[config.mk]
export PLATFORM = sky130hd
export DESIGN_NAME = frontend_top
export DESIGN_NICKNAME = d
export VERILOG_FILES = /design/src/verilog/frontend_pkg.sv /design/src/verilog/fetch_lane_if.sv /design/src/verilog/inst_mem.sv /design/src/verilog/fetch_stage.sv /design/src/verilog/fetch_buffer.sv /design/src/verilog/frontend_top.sv
export SDC_FILE = /design/constraint.sdc
export NUM_CORES = 2
export LEC_CHECK = 0
export BUFFER_PORTS_ARGS = -buffer_cell sky130_fd_sc_hd__buf_4
export CELL_PAD_IN_SITES_DETAIL_PLACEMENT = 0
export CELL_PAD_IN_SITES_GLOBAL_PLACEMENT = 1
export CORE_MARGIN = 1
export CORE_UTILIZATION = 55
export CTS_CLUSTER_DIAMETER = 50
export CTS_CLUSTER_SIZE = 12
export DETAILED_ROUTE_END_ITERATION = 8
export HOLD_SLACK_MARGIN = 0.03
export PLACE_DENSITY_LB_ADDON = 0.1
export SYNTH_ARGS = -nofsm -noshare
export SYNTH_HDL_FRONTEND = slang
export SYNTH_SLANG_ARGS = --single-unit
[constraint.sdc]
create_clock -name clock -period 12.5 [get_ports clock]
set_input_delay 2.5 -clock clock [delete_from_list [all_inputs] [get_ports clock]]
set_output_delay 2.5 -clock clock [all_outputs]
set_load 0.05 [all_outputs]
[src/verilog/frontend_pkg.sv]
package frontend_pkg;

  // fetch and decode width
  localparam int num_lanes = 2;

  // fetch buffer
  localparam int fb_depth = 8;
  localparam int fb_ptr_bits = $clog2(fb_depth);

  // instruction memory
  localparam int imem_words = 64;
  localparam int imem_addr_bits = $clog2(imem_words);

  // byte address for pc and targets
  typedef logic [31:0] addr_t;

  // raw instruction word
  typedef logic [31:0] inst_t;

  // index into the fetch buffer ring
  typedef logic [fb_ptr_bits-1:0] fb_ptr_t;

  // word index into the instruction memory, address bits 7:2
  typedef logic [imem_addr_bits-1:0] imem_addr_t;

  // top six bits of an unconditional jump
  localparam logic [5:0] jump_opcode = 6'b000010;

  // fetch pc after reset
  localparam addr_t reset_pc = 32'h0000_0000;

endpackage

[src/verilog/fetch_lane_if.sv]
interface fetch_lane_if import frontend_pkg::*; ();

  addr_t                pc     [num_lanes];
  inst_t                inst   [num_lanes];
  addr_t                target [num_lanes];
  logic [num_lanes-1:0] valid;     // per lane, 10 never occurs
  logic                 fetch_en;  // buffer has room for the lanes

  modport source (
    output pc,
    output inst,
    output target,
    output valid,
    input  fetch_en
  );

  modport sink (
    input  pc,
    input  inst,
    input  target,
    input  valid,
    output fetch_en
  );

endinterface

[src/verilog/inst_mem.sv]
module inst_mem import frontend_pkg::*; (
  input  logic       clock,
  input  logic       write_en,
  input  imem_addr_t write_addr,
  input  inst_t      write_data,
  input  imem_addr_t read_addr0,
  input  imem_addr_t read_addr1,
  output inst_t      read_data0,
  output inst_t      read_data1
);

  inst_t mem [imem_words];

  // one word per clock from the load port
  always_ff @(posedge clock) begin
    if (write_en) begin
      mem[write_addr] <= write_data;
    end
  end

  assign read_data0 = mem[read_addr0];  // async read
  assign read_data1 = mem[read_addr1];

endmodule

[src/verilog/fetch_stage.sv]
module fetch_stage import frontend_pkg::*; (
  input  logic       clock,
  input  logic       reset,
  input  logic       enable,
  input  logic       rollback,
  input  addr_t      rollback_pc,
  output imem_addr_t imem_addr0,
  output imem_addr_t imem_addr1,
  input  inst_t      imem_data0,
  input  inst_t      imem_data1,
  fetch_lane_if.source lanes
);

  addr_t                fetch_pc;
  addr_t                next_pc;
  addr_t                lane_pc     [num_lanes];
  inst_t                lane_inst   [num_lanes];
  addr_t                lane_target [num_lanes];
  logic [num_lanes-1:0] lane_jump;

  function automatic logic is_jump(inst_t inst);
    return inst[31:26] == jump_opcode;
  endfunction

  // jump: own pc plus 4 * sext(imm26), otherwise fall through
  function automatic addr_t target_of(addr_t pc, inst_t inst);
    addr_t offset;
    offset = addr_t'({{6{inst[25]}}, inst[25:0]}) << 2;
    if (is_jump(inst)) begin
      return pc + offset;
    end
    return pc + addr_t'(4);
  endfunction

  // lane pcs are consecutive words
  always_comb begin
    for (int i = 0; i < num_lanes; i++) begin
      lane_pc[i] = fetch_pc + addr_t'(4 * i);
    end
  end

  // word index wraps around the memory
  assign imem_addr0 = lane_pc[0][7:2];
  assign imem_addr1 = lane_pc[1][7:2];

  assign lane_inst[0] = imem_data0;
  assign lane_inst[1] = imem_data1;

  always_comb begin
    for (int i = 0; i < num_lanes; i++) begin
      lane_jump[i]   = is_jump(lane_inst[i]);
      lane_target[i] = target_of(lane_pc[i], lane_inst[i]);
    end
  end

  // a jump in lane 0 kills lane 1
  assign lanes.valid = {~lane_jump[0], 1'b1};

  always_comb begin
    for (int i = 0; i < num_lanes; i++) begin
      lanes.pc[i]     = lane_pc[i];
      lanes.inst[i]   = lane_inst[i];
      lanes.target[i] = lane_target[i];
    end
  end

  assign next_pc = lane_jump[0] ? lane_target[0] : fetch_pc + addr_t'(8);

  always_ff @(posedge clock) begin
    if (reset) begin
      fetch_pc <= reset_pc;
    end else if (enable) begin
      if (rollback) begin
        fetch_pc <= rollback_pc;
      end else if (lanes.fetch_en) begin
        fetch_pc <= next_pc;  // lanes accepted
      end
    end
  end

endmodule

[src/verilog/fetch_buffer.sv]
module fetch_buffer import frontend_pkg::*; (
  input  logic  clock,
  input  logic  reset,
  input  logic  enable,
  input  logic  rollback,
  fetch_lane_if.sink lanes,
  input  logic  get_next_inst,
  output addr_t out_pc0,
  output addr_t out_pc1,
  output inst_t out_inst0,
  output inst_t out_inst1,
  output addr_t out_target0,
  output addr_t out_target1,
  output logic  out_valid
);

  // payload kept as parallel arrays
  addr_t pc_q     [fb_depth];
  inst_t inst_q   [fb_depth];
  addr_t target_q [fb_depth];

  logic [fb_depth-1:0] valid_q;
  logic [fb_depth-1:0] valid_d;
  fb_ptr_t             head;
  fb_ptr_t             tail;
  fb_ptr_t             head_d;
  fb_ptr_t             tail_d;
  fb_ptr_t             head_p1;
  fb_ptr_t             tail_p1;
  logic                one_lane;
  logic                two_lanes;
  logic                pop;

  assign head_p1 = head + fb_ptr_t'(1);
  assign tail_p1 = tail + fb_ptr_t'(1);

  assign one_lane  = lanes.valid == 2'b01;
  assign two_lanes = lanes.valid == 2'b11;

  // room check on the head slots only
  assign lanes.fetch_en = ((one_lane & ~valid_q[head]) |
                           (two_lanes & ~valid_q[head] & ~valid_q[head_p1])) & ~rollback;

  // two oldest entries go out as a pair
  assign out_pc0     = pc_q[tail];
  assign out_pc1     = pc_q[tail_p1];
  assign out_inst0   = inst_q[tail];
  assign out_inst1   = inst_q[tail_p1];
  assign out_target0 = target_q[tail];
  assign out_target1 = target_q[tail_p1];
  assign out_valid   = valid_q[tail] & valid_q[tail_p1];

  assign pop = get_next_inst & out_valid;

  // push and pop never touch the same slot
  always_comb begin
    valid_d = valid_q;
    head_d  = head;
    tail_d  = tail;
    if (pop) begin
      valid_d[tail]    = 1'b0;
      valid_d[tail_p1] = 1'b0;
      tail_d           = tail + fb_ptr_t'(2);
    end
    if (lanes.fetch_en) begin
      valid_d[head] = 1'b1;
      head_d        = head_p1;
      if (two_lanes) begin
        valid_d[head_p1] = 1'b1;
        head_d           = head + fb_ptr_t'(2);
      end
    end
  end

  always_ff @(posedge clock) begin
    if (reset) begin
      valid_q <= '0;
      head    <= '0;
      tail    <= '0;
    end else if (enable) begin
      if (rollback) begin
        valid_q <= '0;  // flush
        head    <= '0;
        tail    <= '0;
      end else begin
        valid_q <= valid_d;
        head    <= head_d;
        tail    <= tail_d;
      end
    end
  end

  always_ff @(posedge clock) begin
    if (enable && lanes.fetch_en) begin
      pc_q[head]     <= lanes.pc[0];
      inst_q[head]   <= lanes.inst[0];
      target_q[head] <= lanes.target[0];
      if (two_lanes) begin
        pc_q[head_p1]     <= lanes.pc[1];
        inst_q[head_p1]   <= lanes.inst[1];
        target_q[head_p1] <= lanes.target[1];
      end
    end
  end

endmodule

[src/verilog/frontend_top.sv]
module frontend_top import frontend_pkg::*; (
  input  logic       clock,
  input  logic       reset,
  input  logic       enable,
  input  logic       imem_write_en,
  input  imem_addr_t imem_write_addr,
  input  inst_t      imem_write_data,
  input  logic       rollback,
  input  addr_t      rollback_pc,
  input  logic       get_next_inst,
  output addr_t      decode_pc0,
  output addr_t      decode_pc1,
  output inst_t      decode_inst0,
  output inst_t      decode_inst1,
  output addr_t      decode_target0,
  output addr_t      decode_target1,
  output logic       decode_valid
);

  imem_addr_t imem_addr0;
  imem_addr_t imem_addr1;
  inst_t      imem_data0;
  inst_t      imem_data1;

  fetch_lane_if lanes_if ();

  inst_mem u_imem (
    .clock      (clock),
    .write_en   (imem_write_en),
    .write_addr (imem_write_addr),
    .write_data (imem_write_data),
    .read_addr0 (imem_addr0),
    .read_addr1 (imem_addr1),
    .read_data0 (imem_data0),
    .read_data1 (imem_data1)
  );

  fetch_stage u_fetch (
    .clock       (clock),
    .reset       (reset),
    .enable      (enable),
    .rollback    (rollback),
    .rollback_pc (rollback_pc),
    .imem_addr0  (imem_addr0),
    .imem_addr1  (imem_addr1),
    .imem_data0  (imem_data0),
    .imem_data1  (imem_data1),
    .lanes       (lanes_if.source)
  );

  fetch_buffer u_fb (
    .clock         (clock),
    .reset         (reset),
    .enable        (enable),
    .rollback      (rollback),
    .lanes         (lanes_if.sink),
    .get_next_inst (get_next_inst),
    .out_pc0       (decode_pc0),
    .out_pc1       (decode_pc1),
    .out_inst0     (decode_inst0),
    .out_inst1     (decode_inst1),
    .out_target0   (decode_target0),
    .out_target1   (decode_target1),
    .out_valid     (decode_valid)
  );

endmodule

==> summary.txt <==
Status
  – Status: finished clean

GRT
  – First-pass GRT wire length: 677000 um
  – Vias in the first global route: 88.6k
  – GRT overflow: 0
  – Initial antenna violation count: 17
  – Total GRT Usage: 0.368
  – Maximum number of pins on one net before global-route repair: ~140

Clock network
  – # H-tree levels: 5
  – Clock latency on the worst-skew pair: between 0.9 and 1 ns
  – Post-CTS sizing: 0
  – Clk sinks: 2855
  – CTS root buffer: clkbuf_16
  – Post-CTS setup buffer count: 0
  – CTS tree: done
  – CTS max path bufs: 4
  – Clock transition at the registers of the reported paths: about 0.060 ns
  – TritonCTS buffer count: 336
  – CTS Hold Bufs: 0

Placed design
  – DP Wirelength: ~290000 um
  – Gp weighted congestion: 0.942
  – DP Cell Count: 12.0k
  – PortBufs: 268
  – Pre-CTS worst setup slack: 3.60 ns

Final layout
  – NumNets Final: 8942
  – P&R area growth vs syn: 11.5%
  – Commonest non-fill, non-tap cell in the layout: edfxtp_1
  – Final Non-Filler Cells: about 12k
  – Commonest cells after routing, fill and taps aside: edfxtp_1, mux4_2, nor2_1
  – Fraction of layout cells with a size suffix above 1: 0.310
  – Core Util, Final: 0.618

STA
  – RSZ-0062 raised after global routing: false
  – Final WS setup: 3.34 ns
  – Setup violation total in the final timing report: 0
  – Least-Margin Pin Slew: 1.46 ns
  – Fin. Hold Viols: 0
  – Tmin final: 9.16 ns
  – Final period utilization: 0.733
  – Fmax: between 100 and 150 MHz
  – Sum of negative setup slack: 0 ns
  – Slew headroom: 0.0259
  – Final clock skew: between 0.05 and 0.06 ns
  – Max Slew Vio Count: 0

Floorplan
  – Die footprint: 0.264 sq mm
  – Core Region: 0.260 sq mm
  – Die width: between 500 and 600 um
  – Starting Density: 0.554
  – Die Ht: 514 um
  – Row cnt: about 190
  – # IOs: 269

Routing
  – Via Count: 90.3k
  – Via/cell ratio: just over 7
  – WL per Instance: ~39 um
  – Drt drc: 0
  – Post-route ant nets: 0
  – DR pass1 iterations: 6
  – Final WL: around 500000 um
  – DRT iter0 DRCs: around 13k

Power and ir drop
  – Power per Cell Area: 166 mW/mm^2
  – VDD IR max: roughly 0.14 mV
  – Pleak: 50.9 nW

Setup path
  – Worst setup EP type: flop
  – CP Max Fanout: 34
  – CP Launch Type: flop
  – Crit path kind: flop to flop
  – Critical Path RT: 13.07 ns
  – Critical Path AT: between 9 and 10 ns

Synthesis
  – Syn_area_per_cell: 16.6 sq um
  – #FFs+latches synth: 2855
  – Synth unique cells: 83
  – Net Count, Synth: 8827
  – Cell Area, Synth: approximately 0.14 sq mm
  – Sequential element share of the synthesized area: 0.592
  – Synth Warn #: 0
  – Post-synthesis async set-or-reset flop share: 0
  – Syn Inst Count: between 8k and 9k
  – Top FF cell, synth: edfxtp_1
  – EDFF count, synth: 2800

Min path
  – Worst Hold Class: flop to flop

Job
  – Max-cap violations: 0
## state kept, by name, summed over array words and instances (netlist names), named ones only
name / flops
u_imem.mem: 2048
u_fb.inst_q: 256
u_fb.pc_q: 256
u_fb.target_q: 240
u_fetch.fetch_pc: 32
u_fb.valid_q: 8
u_fb.head: 3
u_fb.tail: 3
## cell families (layout without fill, tap and decap cells)
| family | Yosys count | in the layout | synth area share |
|---|---|---|---|
| flip-flops | 2855 | 2855 | 0.592 |
| multiplexers | 2109 | 2109 | 0.273 |
| AND/OR/NAND/NOR | 1570 | 1570 | 0.0469 |
| AO/OA/AOI/OAI | 986 | 986 | 0.0407 |
| buffers and inverters | 763 | 1076 | 0.0221 |
| XOR/XNOR | 320 | 320 | 0.0195 |
| adder cells (fa/ha/maj) | 74 | 74 | 0.00654 |
| other | 0 | 8 | 0 |
## layer usage
layer,part of all wire,global-route usage,vias up
met1,0.35,0.481,47400
met5,0.00018,0,-
li1,-,-,35500
met4,0.054,0.176,8
met2,0.48,0.587,6317
met3,0.11,0.0826,1132
## layout make-up
type / instances / area (sq um)
fillers: 18500 / 99400
inverters: 54 / 229
clock buffers: 377 / 8670
diodes: 8 / 20.0
well taps: 3496 / 4370
flip-flops and latches: 2855 / 85200
repair buffers: 486 / 3840
multi-input cells: 5059 / 56400
clock inverters: 159 / 1800
## cells in the mapped netlist (11+ instances only)
| cell type | instances | area share |
|---|---|---|
| o21a_1 | 16 | 0.00083 |
| a21oi_1 | 273 | 0.0095 |
| buf_1 | 122 | 0.0032 |
| nor4_1 | 12 | 0.00052 |
| nand2_1 | 553 | 0.014 |
| nor2_1 | 657 | 0.017 |
| mux2_2 | 134 | 0.010 |
| o21ai_0 | 252 | 0.0088 |
| and3_1 | 18 | 0.00078 |
| buf_4 | 25 | 0.0013 |
| nor3_1 | 37 | 0.0013 |
| or3_1 | 12 | 0.00052 |
| a211oi_1 | 22 | 0.0011 |
| o21ai_1 | 31 | 0.0011 |
| mux2i_1 | 539 | 0.037 |
| nor2b_1 | 20 | 0.00087 |
| or2_2 | 102 | 0.0044 |
| and2_1 | 12 | 0.00052 |
| xor2_1 | 157 | 0.0096 |
| nand4_1 | 12 | 0.00052 |
| o211a_1 | 11 | 0.00076 |
| buf_2 | 124 | 0.0043 |
| edfxtp_1 | 2800 | 0.58 |
| a22oi_1 | 23 | 0.0012 |
| inv_1 | 49 | 0.0013 |
| a31oi_1 | 19 | 0.00083 |
| a22o_1 | 13 | 0.00079 |
| xnor2_1 | 163 | 0.0099 |
| mux4_2 | 1436 | 0.22 |
| nand2b_1 | 21 | 0.00091 |
| dfxtp_1 | 55 | 0.0076 |
| nand3_1 | 75 | 0.0026 |
| clkbuf_1 | 427 | 0.011 |
| ha_1 | 72 | 0.0063 |
| a21o_1 | 21 | 0.0011 |
| o22ai_1 | 222 | 0.0096 |
## critical path, cell delays in order (launching register included)
cell,delay (ns)
dfxtp_1,0.92
nand3_1,0.61
xor2_4,0.31
buf_4,0.41
clkinv_2,0.13
buf_4,0.59
nor3_1,0.29
a22o_1,0.28
nor4_1,0.71
clkinv_1,0.47
nand4_1,0.34
buf_4,0.40
nand2b_1,0.21
inv_1,0.06
ha_1,0.28
a21oi_1,0.22
nor2_1,0.12
o311a_1,0.35
o31ai_1,0.53
a211oi_1,0.28
o2111a_1,0.32
nor2_1,0.11
a21oi_1,0.10
xnor2_1,0.51
mux2i_1,0.18
## worst paths after layout
check / from / endpoint / slack [ns] / cells after the start
min reg2reg: u_fb.valid_q[2] / u_fb.valid_q[2] / 0.52 / 2
max: u_fetch.fetch_pc[5] / u_fb.target_q[3][31] / 3.34 / 24
max reg2reg: u_fetch.fetch_pc[5] / u_fb.target_q[3][31] / 3.34 / 24
min: u_fb.valid_q[2] / u_fb.valid_q[2] / 0.52 / 2
## metrics by stage
stage	instance area, sq um	hold slack, ns	power, mW
CTS	161000	0.511	26.7
finish	161000	0.519	26.7
floorplan	144000	0.465	15.2
global placement	150000	0.498	17.2
global route	161000	0.534	27.4
detailed placement	150000	0.504	17.2
## power by group
part / total [mW] / internal, mW / switching (mW)
Sequential: 11.1 / 10.9 / 0.178
Combinational: 6.06 / 2.39 / 3.67
Clock: 9.55 / 5.58 / 3.98
(Power assumes the default switching activity.)
